--- config.mk ---
export PLATFORM = sky130hd
export DESIGN_NAME = fir_interp_8x
export DESIGN_NICKNAME = d
export VERILOG_FILES = /design/src/fir_interp_pkg.sv /design/src/fir_interp_8x.sv /design/src/fir_interp_mac_lane.sv /design/src/fir_interp_coef_rom.sv /design/src/fir_interp_delay_line.sv /design/src/fir_interp_index_timer.sv /design/src/fir_interp_seq.sv
export SDC_FILE = /design/constraint.sdc
export NUM_CORES = 2
export LEC_CHECK = 0
export BUFFER_PORTS_ARGS = -buffer_cell sky130_fd_sc_hd__buf_2
export CORE_UTILIZATION = 45
export CTS_BUF_LIST = sky130_fd_sc_hd__clkbuf_8
export DETAILED_ROUTE_END_ITERATION = 10
export GPL_TIMING_DRIVEN = 0
export SLEW_MARGIN = 20
export SYNTH_ARGS = -nofsm -noshare
export SYNTH_HDL_FRONTEND = slang
export SYNTH_HIERARCHICAL = 1
export SYNTH_SLANG_ARGS = --single-unit
--- constraint.sdc ---
create_clock -name reset -period 12.2 [get_ports reset]
set_input_delay 2.44 -clock reset [delete_from_list [all_inputs] [get_ports reset]]
set_output_delay 2.44 -clock reset [all_outputs]
set_load 0.03 [all_outputs]
--- src/fir_interp_pkg.sv ---
/*
 * Stereo 8x interpolating FIR, shared definitions
 * Data widths, tap and phase counts, the sequencer
 * step encoding and the task strobe bit positions
 */
package fir_interp_pkg;

    localparam int sample_w   = 18;
    localparam int acc_w      = 48;
    localparam int out_lsb    = 16;
    localparam int num_taps   = 7;
    localparam int num_phases = 8;
    localparam int idx_w      = 3;
    localparam int step_w     = 3;

    // Wrap points of the index registers
    localparam logic [idx_w-1:0] last_tap   = idx_w'(num_taps - 1);
    localparam logic [idx_w-1:0] last_phase = idx_w'(num_phases - 1);

    // ----------------------------------------
    // Sequencer steps
    // ----------------------------------------
    localparam logic [step_w-1:0] step_init  = 3'd0;
    localparam logic [step_w-1:0] step_wait  = 3'd1;
    localparam logic [step_w-1:0] step_load  = 3'd2;
    localparam logic [step_w-1:0] step_mac   = 3'd3;
    localparam logic [step_w-1:0] step_next  = 3'd4;
    localparam logic [step_w-1:0] step_drain = 3'd5;
    localparam logic [step_w-1:0] step_emit  = 3'd6;

    // ----------------------------------------
    // Task strobe bit positions
    // ----------------------------------------
    localparam int task_push    = 0;
    localparam int task_mac     = 1;
    localparam int task_clr_i   = 2;
    localparam int task_inc_i   = 3;
    localparam int task_clr_j   = 4;
    localparam int task_inc_j   = 5;
    localparam int task_load_ix = 6;
    localparam int task_inc_ix  = 7;
    localparam int task_emit    = 8;
    localparam int task_repeat  = 9;
    localparam int num_tasks    = 10;

endpackage
--- src/fir_interp_8x.sv ---
/*
 * Stereo 8x interpolating FIR, 192 kHz in, 1536 kHz out
 * Each input pair yields eight output strobes, one per
 * polyphase branch. Output is accumulator bits 33:16,
 * truncated. done marks the eighth output.
 */
`timescale 1ns/1ns

module fir_interp_8x (
    input  logic                                       reset,
    input  logic                                       clk,
    input  logic                                       sample_in_rdy,
    input  logic signed [fir_interp_pkg::sample_w-1:0] sample_in_l,
    input  logic signed [fir_interp_pkg::sample_w-1:0] sample_in_r,
    output logic                                       sample_out_rdy,
    output logic signed [fir_interp_pkg::sample_w-1:0] sample_out_l,
    output logic signed [fir_interp_pkg::sample_w-1:0] sample_out_r,
    output logic                                       done
);

    logic signed [fir_interp_pkg::sample_w-1:0] in_l;
    logic signed [fir_interp_pkg::sample_w-1:0] in_r;
    logic signed [fir_interp_pkg::sample_w-1:0] x_l;
    logic signed [fir_interp_pkg::sample_w-1:0] x_r;
    logic signed [fir_interp_pkg::sample_w-1:0] coef;
    logic signed [fir_interp_pkg::acc_w-1:0]    acc_l;
    logic signed [fir_interp_pkg::acc_w-1:0]    acc_r;
    logic        [fir_interp_pkg::idx_w-1:0]    tap_idx;
    logic        [fir_interp_pkg::idx_w-1:0]    phase_idx;
    logic        [fir_interp_pkg::idx_w-1:0]    rd_ptr;
    logic        [fir_interp_pkg::idx_w-1:0]    head_ptr;
    logic push, mac, clr_i, inc_i, clr_j, inc_j;
    logic load_ix, inc_ix, emit, repeat_on;
    logic repeat_busy, phase_wrap, tap_first;

    // Phase index back at 0 means all eight phases are out
    assign phase_wrap = (phase_idx == '0);

    // ----------------------------------------
    // Input sample register
    // ----------------------------------------
    always_ff @(posedge reset or posedge clk) begin
        if (clk) begin
            in_l <= '0;
            in_r <= '0;
        end else if (sample_in_rdy) begin
            in_l <= sample_in_l;
            in_r <= sample_in_r;
        end
    end

    fir_interp_seq u_seq (
        .reset(reset), .clk(clk), .sample_in_rdy(sample_in_rdy),
        .repeat_busy(repeat_busy), .phase_wrap(phase_wrap),
        .push(push), .mac(mac), .clr_i(clr_i), .inc_i(inc_i),
        .clr_j(clr_j), .inc_j(inc_j), .load_ix(load_ix), .inc_ix(inc_ix),
        .emit(emit), .repeat_on(repeat_on)
    );

    fir_interp_index_timer u_timer (
        .reset(reset), .clk(clk), .repeat_on(repeat_on),
        .clr_i(clr_i), .inc_i(inc_i), .clr_j(clr_j), .inc_j(inc_j),
        .load_ix(load_ix), .inc_ix(inc_ix), .head_ptr(head_ptr),
        .repeat_busy(repeat_busy), .tap_idx(tap_idx), .phase_idx(phase_idx),
        .rd_ptr(rd_ptr), .tap_first(tap_first)
    );

    fir_interp_delay_line u_delay (
        .reset(reset), .clk(clk), .push(push), .wr_l(in_l), .wr_r(in_r),
        .rd_ptr(rd_ptr), .head_ptr(head_ptr), .x_l(x_l), .x_r(x_r)
    );

    fir_interp_coef_rom u_rom (
        .phase_idx(phase_idx), .tap_idx(tap_idx), .coef(coef)
    );

    fir_interp_mac_lane mac_l (
        .reset(reset), .clk(clk), .mac(mac), .tap_first(tap_first),
        .coef(coef), .x(x_l), .acc(acc_l)
    );

    fir_interp_mac_lane mac_r (
        .reset(reset), .clk(clk), .mac(mac), .tap_first(tap_first),
        .coef(coef), .x(x_r), .acc(acc_r)
    );

    // ----------------------------------------
    // Output registers, one-cycle pulses
    // ----------------------------------------
    always_ff @(posedge reset or posedge clk) begin
        if (clk) begin
            sample_out_rdy <= 1'b0;
            sample_out_l   <= '0;
            sample_out_r   <= '0;
            done           <= 1'b0;
        end else if (emit) begin
            sample_out_rdy <= 1'b1;
            sample_out_l   <= acc_l[fir_interp_pkg::out_lsb +: fir_interp_pkg::sample_w];
            sample_out_r   <= acc_r[fir_interp_pkg::out_lsb +: fir_interp_pkg::sample_w];
            done           <= phase_wrap;
        end else begin
            sample_out_rdy <= 1'b0;
            sample_out_l   <= '0;
            sample_out_r   <= '0;
            done           <= 1'b0;
        end
    end

endmodule

--- src/fir_interp_mac_lane.sv ---
/*
 * FIR multiply-accumulate lane
 * One channel. The first tap loads the product,
 * later taps add to it.
 */
`timescale 1ns/1ns

module fir_interp_mac_lane (
    input  logic                                       reset,
    input  logic                                       clk,
    input  logic                                       mac,
    input  logic                                       tap_first,
    input  logic signed [fir_interp_pkg::sample_w-1:0] coef,
    input  logic signed [fir_interp_pkg::sample_w-1:0] x,
    output logic signed [fir_interp_pkg::acc_w-1:0]    acc
);

    logic signed [2*fir_interp_pkg::sample_w-1:0] prod;
    logic signed [fir_interp_pkg::acc_w-1:0]      prod_ext;

    assign prod     = coef * x;
    // Signed assignment extends the sign into the upper bits
    assign prod_ext = prod;

    always_ff @(posedge reset or posedge clk) begin
        if (clk) begin
            acc <= '0;
        end else if (mac) begin
            acc <= tap_first ? prod_ext : acc + prod_ext;
        end
    end

endmodule

--- src/fir_interp_coef_rom.sv ---
/*
 * FIR coefficient table
 * 56 symmetric low-pass taps, 20 kHz passband at
 * 1536 kHz, stored polyphase. Address is phase*8+tap,
 * so entry {j,i} holds c[i*8+j].
 */
`timescale 1ns/1ns

module fir_interp_coef_rom (
    input  logic        [fir_interp_pkg::idx_w-1:0]    phase_idx,
    input  logic        [fir_interp_pkg::idx_w-1:0]    tap_idx,
    output logic signed [fir_interp_pkg::sample_w-1:0] coef
);

    always_comb begin
        case ({phase_idx, tap_idx})
            // Phase 0
            6'o00: coef = 18'h3FFF4;
            6'o01: coef = 18'h0032F;
            6'o02: coef = 18'h3E5F2;
            6'o03: coef = 18'h0A8DF;
            6'o04: coef = 18'h082A2;
            6'o05: coef = 18'h3E89D;
            6'o06: coef = 18'h002C3;
            // Phase 1
            6'o10: coef = 18'h3FFF0;
            6'o11: coef = 18'h002DC;
            6'o12: coef = 18'h3E7CE;
            6'o13: coef = 18'h0CA17;
            6'o14: coef = 18'h05B56;
            6'o15: coef = 18'h3EDE7;
            6'o16: coef = 18'h00201;
            // Phase 2
            6'o20: coef = 18'h3FFFE;
            6'o21: coef = 18'h0015F;
            6'o22: coef = 18'h3EFF9;
            6'o23: coef = 18'h0E2A1;
            6'o24: coef = 18'h036A8;
            6'o25: coef = 18'h3F417;
            6'o26: coef = 18'h00138;
            // Phase 3
            6'o30: coef = 18'h00031;
            6'o31: coef = 18'h3FE65;
            6'o32: coef = 18'h3FFB9;
            6'o33: coef = 18'h0EFAA;
            6'o34: coef = 18'h01781;
            6'o35: coef = 18'h3F9DC;
            6'o36: coef = 18'h00098;
            // Phase 4
            6'o40: coef = 18'h00098;
            6'o41: coef = 18'h3F9DC;
            6'o42: coef = 18'h01781;
            6'o43: coef = 18'h0EFAA;
            6'o44: coef = 18'h3FFB9;
            6'o45: coef = 18'h3FE65;
            6'o46: coef = 18'h00031;
            // Phase 5
            6'o50: coef = 18'h00138;
            6'o51: coef = 18'h3F417;
            6'o52: coef = 18'h036A8;
            6'o53: coef = 18'h0E2A1;
            6'o54: coef = 18'h3EFF9;
            6'o55: coef = 18'h0015F;
            6'o56: coef = 18'h3FFFE;
            // Phase 6
            6'o60: coef = 18'h00201;
            6'o61: coef = 18'h3EDE7;
            6'o62: coef = 18'h05B56;
            6'o63: coef = 18'h0CA17;
            6'o64: coef = 18'h3E7CE;
            6'o65: coef = 18'h002DC;
            6'o66: coef = 18'h3FFF0;
            // Phase 7
            6'o70: coef = 18'h002C3;
            6'o71: coef = 18'h3E89D;
            6'o72: coef = 18'h082A2;
            6'o73: coef = 18'h0A8DF;
            6'o74: coef = 18'h3E5F2;
            6'o75: coef = 18'h0032F;
            6'o76: coef = 18'h3FFF4;
            default: coef = '0;
        endcase
    end

endmodule

--- src/fir_interp_delay_line.sv ---
/*
 * FIR delay line
 * Seven-entry stereo circular sample store. A push
 * writes at the head and moves it down with wrap.
 * Reads are combinational at the given index.
 */
`timescale 1ns/1ns

module fir_interp_delay_line (
    input  logic                                       reset,
    input  logic                                       clk,
    input  logic                                       push,
    input  logic signed [fir_interp_pkg::sample_w-1:0] wr_l,
    input  logic signed [fir_interp_pkg::sample_w-1:0] wr_r,
    input  logic        [fir_interp_pkg::idx_w-1:0]    rd_ptr,
    output logic        [fir_interp_pkg::idx_w-1:0]    head_ptr,
    output logic signed [fir_interp_pkg::sample_w-1:0] x_l,
    output logic signed [fir_interp_pkg::sample_w-1:0] x_r
);

    logic signed [fir_interp_pkg::sample_w-1:0] mem_l [fir_interp_pkg::num_taps];
    logic signed [fir_interp_pkg::sample_w-1:0] mem_r [fir_interp_pkg::num_taps];

    always_ff @(posedge reset or posedge clk) begin
        if (clk) begin
            head_ptr <= '0;
        end else if (push) begin
            head_ptr <= (head_ptr == '0) ? fir_interp_pkg::last_tap : head_ptr - 1'b1;
        end
    end

    // Storage, cleared by the init pushes
    always_ff @(posedge reset) begin
        if (push) begin
            mem_l[head_ptr] <= wr_l;
            mem_r[head_ptr] <= wr_r;
        end
    end

    assign x_l = mem_l[rd_ptr];
    assign x_r = mem_r[rd_ptr];

endmodule

--- src/fir_interp_index_timer.sv ---
/*
 * FIR index timer
 * Repeat counter for the seven-cycle steps, plus the
 * tap, phase and circular delay-line read indices
 */
`timescale 1ns/1ns

module fir_interp_index_timer (
    input  logic                             reset,
    input  logic                             clk,
    input  logic                             repeat_on,
    input  logic                             clr_i,
    input  logic                             inc_i,
    input  logic                             clr_j,
    input  logic                             inc_j,
    input  logic                             load_ix,
    input  logic                             inc_ix,
    input  logic [fir_interp_pkg::idx_w-1:0] head_ptr,
    output logic                             repeat_busy,
    output logic [fir_interp_pkg::idx_w-1:0] tap_idx,
    output logic [fir_interp_pkg::idx_w-1:0] phase_idx,
    output logic [fir_interp_pkg::idx_w-1:0] rd_ptr,
    output logic                             tap_first
);

    logic [fir_interp_pkg::idx_w-1:0] repeat_cnt;

    // Busy until the seventh cycle of a repeating step
    assign repeat_busy = repeat_on && (repeat_cnt != fir_interp_pkg::last_tap);
    assign tap_first   = (tap_idx == '0);

    always_ff @(posedge reset or posedge clk) begin
        if (clk) begin
            repeat_cnt <= '0;
        end else if (repeat_busy) begin
            repeat_cnt <= repeat_cnt + 1'b1;
        end else begin
            repeat_cnt <= '0;
        end
    end

    always_ff @(posedge reset or posedge clk) begin
        if (clk) begin
            tap_idx   <= '0;
            phase_idx <= '0;
            rd_ptr    <= '0;
        end else begin
            if (clr_i) begin
                tap_idx <= '0;
            end else if (inc_i) begin
                tap_idx <= tap_idx + 1'b1;
            end

            if (clr_j) begin
                phase_idx <= '0;
            end else if (inc_j) begin
                phase_idx <= (phase_idx == fir_interp_pkg::last_phase) ? '0
                                                                       : phase_idx + 1'b1;
            end

            // Walks from the newest sample towards older ones
            if (load_ix) begin
                rd_ptr <= head_ptr;
            end else if (inc_ix) begin
                rd_ptr <= (rd_ptr == fir_interp_pkg::last_tap) ? '0 : rd_ptr + 1'b1;
            end
        end
    end

endmodule

--- src/fir_interp_seq.sv ---
/*
 * FIR sequencer
 * Program counter with a combinational step decoder.
 * Waits for an input strobe, repeats the init and MAC
 * steps seven times and loops over the eight phases.
 */
`timescale 1ns/1ns

module fir_interp_seq (
    input  logic reset,
    input  logic clk,
    input  logic sample_in_rdy,
    input  logic repeat_busy,
    input  logic phase_wrap,
    output logic push,
    output logic mac,
    output logic clr_i,
    output logic inc_i,
    output logic clr_j,
    output logic inc_j,
    output logic load_ix,
    output logic inc_ix,
    output logic emit,
    output logic repeat_on
);

    logic [fir_interp_pkg::step_w-1:0]    pc;
    logic [fir_interp_pkg::step_w-1:0]    pc_next;
    logic [fir_interp_pkg::num_tasks-1:0] tasks;

    // ----------------------------------------
    // Step decoder
    // ----------------------------------------
    always_comb begin
        tasks = '0;
        case (pc)
            fir_interp_pkg::step_init: begin
                // Zeros from the cleared input register fill the line
                tasks[fir_interp_pkg::task_push]   = 1'b1;
                tasks[fir_interp_pkg::task_repeat] = 1'b1;
            end
            fir_interp_pkg::step_load: begin
                tasks[fir_interp_pkg::task_push]    = 1'b1;
                tasks[fir_interp_pkg::task_clr_i]   = 1'b1;
                tasks[fir_interp_pkg::task_clr_j]   = 1'b1;
                tasks[fir_interp_pkg::task_load_ix] = 1'b1;
            end
            fir_interp_pkg::step_mac: begin
                tasks[fir_interp_pkg::task_mac]    = 1'b1;
                tasks[fir_interp_pkg::task_inc_i]  = 1'b1;
                tasks[fir_interp_pkg::task_inc_ix] = 1'b1;
                tasks[fir_interp_pkg::task_repeat] = 1'b1;
            end
            fir_interp_pkg::step_next: begin
                tasks[fir_interp_pkg::task_clr_i] = 1'b1;
                tasks[fir_interp_pkg::task_inc_j] = 1'b1;
            end
            fir_interp_pkg::step_emit: begin
                tasks[fir_interp_pkg::task_emit] = 1'b1;
            end
            default: begin
                tasks = '0;
            end
        endcase
    end

    assign push      = tasks[fir_interp_pkg::task_push];
    assign mac       = tasks[fir_interp_pkg::task_mac];
    assign clr_i     = tasks[fir_interp_pkg::task_clr_i];
    assign inc_i     = tasks[fir_interp_pkg::task_inc_i];
    assign clr_j     = tasks[fir_interp_pkg::task_clr_j];
    assign inc_j     = tasks[fir_interp_pkg::task_inc_j];
    assign load_ix   = tasks[fir_interp_pkg::task_load_ix];
    assign inc_ix    = tasks[fir_interp_pkg::task_inc_ix];
    assign emit      = tasks[fir_interp_pkg::task_emit];
    assign repeat_on = tasks[fir_interp_pkg::task_repeat];

    // ----------------------------------------
    // Program counter
    // ----------------------------------------
    always_comb begin
        pc_next = pc + 1'b1;
        if (pc == fir_interp_pkg::step_wait && !sample_in_rdy) begin
            pc_next = pc;
        end else if (repeat_on && repeat_busy) begin
            pc_next = pc;
        end else if (pc == fir_interp_pkg::step_emit) begin
            // Back to idle after the eighth phase
            pc_next = phase_wrap ? fir_interp_pkg::step_wait : fir_interp_pkg::step_mac;
        end
    end

    always_ff @(posedge reset or posedge clk) begin
        if (clk) begin
            pc <= fir_interp_pkg::step_init;
        end else begin
            pc <= pc_next;
        end
    end

endmodule

# [Word level (Yosys, flattened, before mapping)]
# Memory sizes are Yosys's and may differ from the RTL's.
# Cells that the tools add are included.
[totals] mem_bits_rw=252 regBits=188 memories=3 output_inout_bits=38 rom_bits=1152
[op_classes] mul=2 eq_ne=8 addsub=8 bitwise_logic=2 muxes=27 n_reduce_logical=15
[mem_list] memory="(no name shown)" words=64 width=18 read_ports=1 rd_ports_with_merged_regs=0 write_ports=0 line="fir_interp_coef_rom.sv:16" text="case ({phase_idx, tap_idx})"
[mem_list] memory="u_delay.mem_l" words=7 width=18 read_ports=1 rd_ports_with_merged_regs=0 write_ports=1 line="fir_interp_delay_line.sv:21" text="logic signed [fir_interp_pkg::sample_w-1:0] mem_l [fir_interp_pkg::num_taps];"
[mem_list] memory="u_delay.mem_r" words=7 width=18 read_ports=1 rd_ports_with_merged_regs=0 write_ports=1 line="fir_interp_delay_line.sv:22" text="logic signed [fir_interp_pkg::sample_w-1:0] mem_r [fir_interp_pkg::num_taps];"
[op_table] cell="adder 48 x 36 -> 48 bit" n=2
[op_table] cell="2-to-1 mux 48 bit" n=2
[op_table] cell="multiplier 18 x 18 -> 36 bit" n=2
[op_table] cell="2-to-1 mux 18 bit" n=2
[op_table] cell="2-to-1 mux 3 bit" n=11
[op_table] cell="adder 3 x 1 -> 3 bit, second input constant" n=5
[op_table] cell="equality test 3 bit, second input constant" n=4
[op_table] cell="zero test 3 bit" n=4
[op_table] cell="2-to-1 mux 1 bit" n=11
[op_table] cell="equality test 3 x 2 -> 1 bit, second input constant" n=2
[op_table] cell="nonzero test 2 bit" n=3
[op_table] cell="OR reduction 2 bit" n=3
[op_table] cell="equality test 3 x 1 -> 1 bit, second input constant" n=1
[op_table] cell="logical AND 1 bit" n=3
[op_table] cell="inequality test 3 bit, second input constant" n=1
[op_table] cell="subtractor 3 x 1 -> 3 bit, second input constant" n=1
[op_table] cell="2-to-1 mux 2 bit" n=1
[op_table] cell="inverter 1 bit" n=2
[op_table] cell="AND reduction 2 bit" n=1
[op_table] cell="zero test 1 bit" n=1

# [Longest topological paths before layout]
[logic_depth] ltp_word=7 ltp_mapped=44 ltp_nobuf=40

# [Cells and area by module]
# The synthesis kept the hierarchy.
[modules_own_cells] module="fir_interp_mac_lane at mac_r" cells_each=1961 instances=1 seq_area_each_um2=1201.2 area_each_um2=16966.3
[modules_own_cells] module="fir_interp_mac_lane at mac_l" cells_each=1947 instances=1 seq_area_each_um2=1201.2 area_each_um2=16921.2
[modules_own_cells] module="fir_interp_delay_line" cells_each=528 instances=1 seq_area_each_um2=7642.3 area_each_um2=10402.5
[modules_own_cells] module="fir_interp_8x" cells_each=156 instances=1 seq_area_each_um2=1851.8 area_each_um2=2696.3
[modules_own_cells] module="fir_interp_coef_rom" cells_each=270 instances=1 seq_area_each_um2=0.0 area_each_um2=1826.8
[modules_own_cells] module="fir_interp_index_timer" cells_each=62 instances=1 seq_area_each_um2=300.3 area_each_um2=620.6
[modules_own_cells] module="fir_interp_seq" cells_each=33 instances=1 seq_area_each_um2=75.1 area_each_um2=299.0

# [Worst setup path after synthesis]
# OpenSTA, ideal clock, no wires.
[synth_path] path_kind="reg-to-reg" start="register u_timer/tap_idx[0] (netlist bit)" end="register mac_r/acc[45] (netlist bit)" n_path_buf=4 t_arrival_ns=10.285 path_stages_with_launch=43 setup_slack_ns=1.790 period_less_slack_ns=10.410 path_cell_list="dfrtp_1 > buf_6 > inv_2 > ha_1 > clkbuf_1 > nor2b_1 > a21oi_1 > a211oi_1 > o32ai_1 > buf_4 > clkbuf_1 > nand2_1 > fa_1 > inv_1 > fa_1 > inv_1 > fa_1 > inv_1 > [... 7 more ...] > o21ai_1 > a41o_1 > a21o_1 > a32oi_1 > a31oi_1 > or3_4 > nand2_1 > ha_1 > a21oi_1 > o21bai_1 > a21o_1 > a31o_2 > nand2_1 > nand2_1 > o21bai_1 > nand3_1 > a31o_2 > mux2_2"
[synth_via] elab_chain_cells=4 word_cells_on_any_way=5 cone_classes="add/sub: 1; mul: 1; mux: 1; reduce/logical: 1; memory: 1"
[synth_rtl] item="from (decl)" line="fir_interp_index_timer.sv:20" text="output logic [fir_interp_pkg::idx_w-1:0] tap_idx,"
[synth_rtl] item="from (signal assigned)" line="fir_interp_index_timer.sv:51" text="tap_idx <= tap_idx + 1'b1;"
[synth_rtl] item="memory read (64 x 18 bit) (*)"
[synth_rtl] item="net coef (one bit)" line="fir_interp_8x.sv:25" text="logic signed [fir_interp_pkg::sample_w-1:0] coef;"
[synth_rtl] item="multiplier 18 x 18 -> 36 bit (*)" line="fir_interp_mac_lane.sv:21" text="assign prod = coef * x;"
[synth_rtl] item="adder 48 x 36 -> 48 bit" line="fir_interp_mac_lane.sv:29" text="acc <= tap_first ? prod_ext : acc + prod_ext;"
[synth_rtl] item="2-to-1 mux 48 bit (*)" line="fir_interp_mac_lane.sv:29"
[synth_rtl] item="to (signal assigned)" line="fir_interp_mac_lane.sv:29"
[synth_rtl] item="to (decl)" line="fir_interp_mac_lane.sv:15" text="output logic signed [fir_interp_pkg::acc_w-1:0] acc"
# Mark *: on every way through the listed nets, which the timed path passes. The rest lies on a longest branch.
# A chain may end at the register's enable or synchronous reset.

# [Final worst setup path]
[layout_path] start="register u_timer/tap_idx[1] (netlist bit)" end="register mac_l/acc[27] (netlist bit)"
[layout_via] elab_chain_cells=4 word_cells_on_any_way=5 cone_classes="add/sub: 1; mul: 1; mux: 1; reduce/logical: 1; memory: 1"
[layout_rtl] item="memory read (64 x 18 bit) (*)"
[layout_rtl] item="net coef (one bit)" line="fir_interp_8x.sv:25"
[layout_rtl] item="multiplier 18 x 18 -> 36 bit (*)" line="fir_interp_mac_lane.sv:21"
[layout_rtl] item="adder 48 x 36 -> 48 bit" line="fir_interp_mac_lane.sv:29"
[layout_rtl] item="2-to-1 mux 48 bit (*)" line="fir_interp_mac_lane.sv:29"
[layout_rtl] item="to (signal assigned)" line="fir_interp_mac_lane.sv:29"
[layout_rtl] item="to (decl)" line="fir_interp_mac_lane.sv:15"
# Marked as above.

==> impl_table.tex <==
\begin{tabular}{lr}
\hline
Metric & Value \\
\hline
\multicolumn{2}{l}{\textbf{Clock tree}} \\
Clock tree from TritonCTS & done \\
Worst skew pair latency & 0.73 ns \\
CTS HTree Levels & 3 \\
CTS sink count & 412 \\
CTS Buffer Depth & 3 \\
Clock Root Buffer & clkbuf\_8 \\
Num CTS Buffers & 75 \\
Clock transition at the registers of the reported paths & 0.06 ns \\
\multicolumn{2}{l}{\textbf{Detailed routing}} \\
Total length of routed met2 wires & 56,600 um \\
Met3 WL & 7470 um \\
Uppermost metal layer occupied by signal nets & met4 \\
Via density & 5.32 \\
Total vias in the final route & 32.5k \\
Violation count after the first detailed-routing iteration & 2,138 \\
Post-route met1 wirelength & 56,300 um \\
Count of TritonRoute iterations in the first routing pass & 6 \\
Post-detailed-routing wire length & 124,000 um \\
DRC violation count after routing & 0 \\
Wire length per cell after detailed routing & 20.3 um \\
Routed Antenna Nets & 0 \\
\multicolumn{2}{l}{\textbf{Placement}} \\
Cell area reported after detailed placement & 48,700 um\^{}2 \\
Number of buffers added on ports & 76 \\
RePlAce Congestion & 0.934 \\
Detailed-placement wirelength estimate & 98,700 um \\
\multicolumn{2}{l}{\textbf{Die}} \\
Horizontal die dimension & 322 um \\
I/O pin cnt & 77 \\
Number of rows in the core area & 116 \\
Die Outline Area & 104,000 um\^{}2 \\
Chip Height & 322 um \\
Core Box Area & 101,000 um\^{}2 \\
Effective utilization at floorplan & 45.7\% \\
\multicolumn{2}{l}{\textbf{STA}} \\
Number of hold violations in the final report & 0 \\
Post-layout minimum cycle time & 11.77 ns \\
Fmax & 85.0 MHz \\
Slew HR & 22.6\% \\
Total of endpoints with negative setup slack in the final report & 0 \\
Worst setup skew after layout & 0.0523 ns \\
Crit share post-route & 96.4\% \\
Unrepaired setup endpoints after global routing & no \\
Max-slew violation count & 0 \\
Measured slew at the worst slew-check pin & 1.16 ns \\
\multicolumn{2}{l}{\textbf{Global routing}} \\
Initial antenna violation count & 1 \\
Vias in the first global route & 33.6k \\
Maximum number of pins on one net before global-route repair & 44 \\
Global routing usage summed across all routing layers & 24.6\% \\
Global route overflow & 0 \\
Global-route wire length before repair & 195,000 um \\
\multicolumn{2}{l}{\textbf{Setup path}} \\
Worst-path fanout max & 11 \\
Category of the worst setup path launch point & register \\
Critical Path Slowest Stage Cell & clkbuf\_1 \\
Cell mode on critical path & fa\_1 \\
Crit Path Class & reg -> reg \\
Data arrival time of the critical path & 12.35 ns \\
Endpoint required time on the critical path & 12.78 ns \\
Slowest Stage Delay on Critical Path & 0.63 ns \\
Kind of end point of the critical path & register \\
\multicolumn{2}{l}{\textbf{Final layout}} \\
Area overhead of the layout relative to synthesis & 9.38\% \\
Total non-filler cell area in the finished layout & 50,300 um\^{}2 \\
Sequential cell area in the final layout & 11,600 um\^{}2 \\
Number of nets at the end of the flow & 5,646 \\
Multi-input logic area & 30,600 um\^{}2 \\
Most frequent cells in the layout & inv\_1, fa\_1, nand2\_1 \\
Share of cells above drive strength 1 & 10.8\% \\
Fill cell total of the finished layout & 9,475 \\
Most frequent standard cell in the layout excluding fill and tap cells & inv\_1 \\
\multicolumn{2}{l}{\textbf{Job}} \\
Max capacitance violation total & 0 \\
\multicolumn{2}{l}{\textbf{Min path}} \\
Worst Hold Class & reg -> reg \\
\multicolumn{2}{l}{\textbf{Synth}} \\
Mean cell area of the mapped netlist & 10.2 um\^{}2 \\
Net count of the mapped netlist & 5,460 \\
Synthesized cell area & 46,000 um\^{}2 \\
Count of yosys warnings during synthesis & 6 \\
Post-synthesis instance total & 4,499 \\
\multicolumn{2}{l}{\textbf{Outcome}} \\
Outcome & complete, no violations \\
\hline
\end{tabular}
-- final timing paths --
path | from | end | slack [ns] | cells after the start
worst max-delay path | u_timer/tap_idx[1]$_DFFE_PP0P_ | mac_l/acc[27]$_DFFE_PP0P_ | 0.43 | 38
worst max register to register | u_timer/tap_idx[1]$_DFFE_PP0P_ | mac_l/acc[27]$_DFFE_PP0P_ | 0.43 | 38
worst min register to register | u_timer/repeat_cnt[0]$_DFF_PP0_ | u_timer/repeat_cnt[0]$_DFF_PP0_ | 0.46 | 1
min in group asynchronous | clk | u_seq/pc[2]$_DFFE_PP0P_ | 1.93 | 2
max in group asynchronous | clk | sample_out_l[4]$_DFF_PP0_ | 9.44 | 3
worst min-delay path | u_timer/repeat_cnt[0]$_DFF_PP0_ | u_timer/repeat_cnt[0]$_DFF_PP0_ | 0.46 | 1
-- layout make-up --
type	instances	area share, %
Antenna cell	2	0.00994
Buffer	217	2.21
Clock buffer	85	2.32
Clock inverter	53	0.741
Inverter	770	5.75
Multi-Input combinational cell	3096	60.9
Sequential cell	412	23.0
Tap cell	1357	3.37
Timing Repair Buffer	113	1.73
-- critical path, delay by kind of cell (launching register included) --
kind | cells | cell delay (ns)
AOI/OAI and AO/OA | 13 | 3.30
xor gates and xnor gates | 2 | 0.28
adders and majority gates | 9 | 4.23
buffers and inverters | 9 | 2.46
DFF | 1 | 0.49
and+or+nand+nor | 5 | 0.88
-- state kept, by name, indices dropped and copies added (netlist names), 3 cells and up --
register,cells
u_seq/pc,3
u_timer/phase_idx,3
u_timer/rd_ptr,3
sample_out_r,18
in_r,18
u_delay/head_ptr,3
mac_l/acc,34
u_delay/mem_r,126
in_l,18
u_timer/repeat_cnt,3
u_timer/tap_idx,3
u_delay/mem_l,126
mac_r/acc,34
sample_out_l,18
-- routing by layer --
metal  vias to the layer above  global-route usage [%]
li1                      14900                       -
met1                     16500                    34.5
met2                       929                    39.2
met3                       174                    3.60
met4                         0                    7.71
met5                         -                       0
-- what timing repair did --
action / in CTS / in global routing
buffers inserted: 0 / 5
hold buffers: 0 / 0
gates resized for setup: 0 / 8
setup endpoints to repair: 0 / 1
-- through the flow --
| step | hold slack, ns | utilization [%] | setup slack [ns] | TNS, ns | cells |
|---|---|---|---|---|---|
| final | 0.457 | 50.0 | 0.434 | 0 | 6105 |
| after global routing | 0.491 | 50.0 | 0.0348 | 0 | 6104 |
| after CTS | 0.461 | 49.9 | 0.419 | 0 | 6102 |
| after detailed placement | 0.454 | 48.4 | 0.418 | 0 | 5964 |
| after global placement | 0.445 | 47.7 | -1.60 | -27.63 | 5932 |
| after floorplan | 0.430 | - | 2.10 | 0 | 4499 |
Power is not shown: default switching activity piles up to over one toggle a cycle in this logic, so the estimate is an artifact.
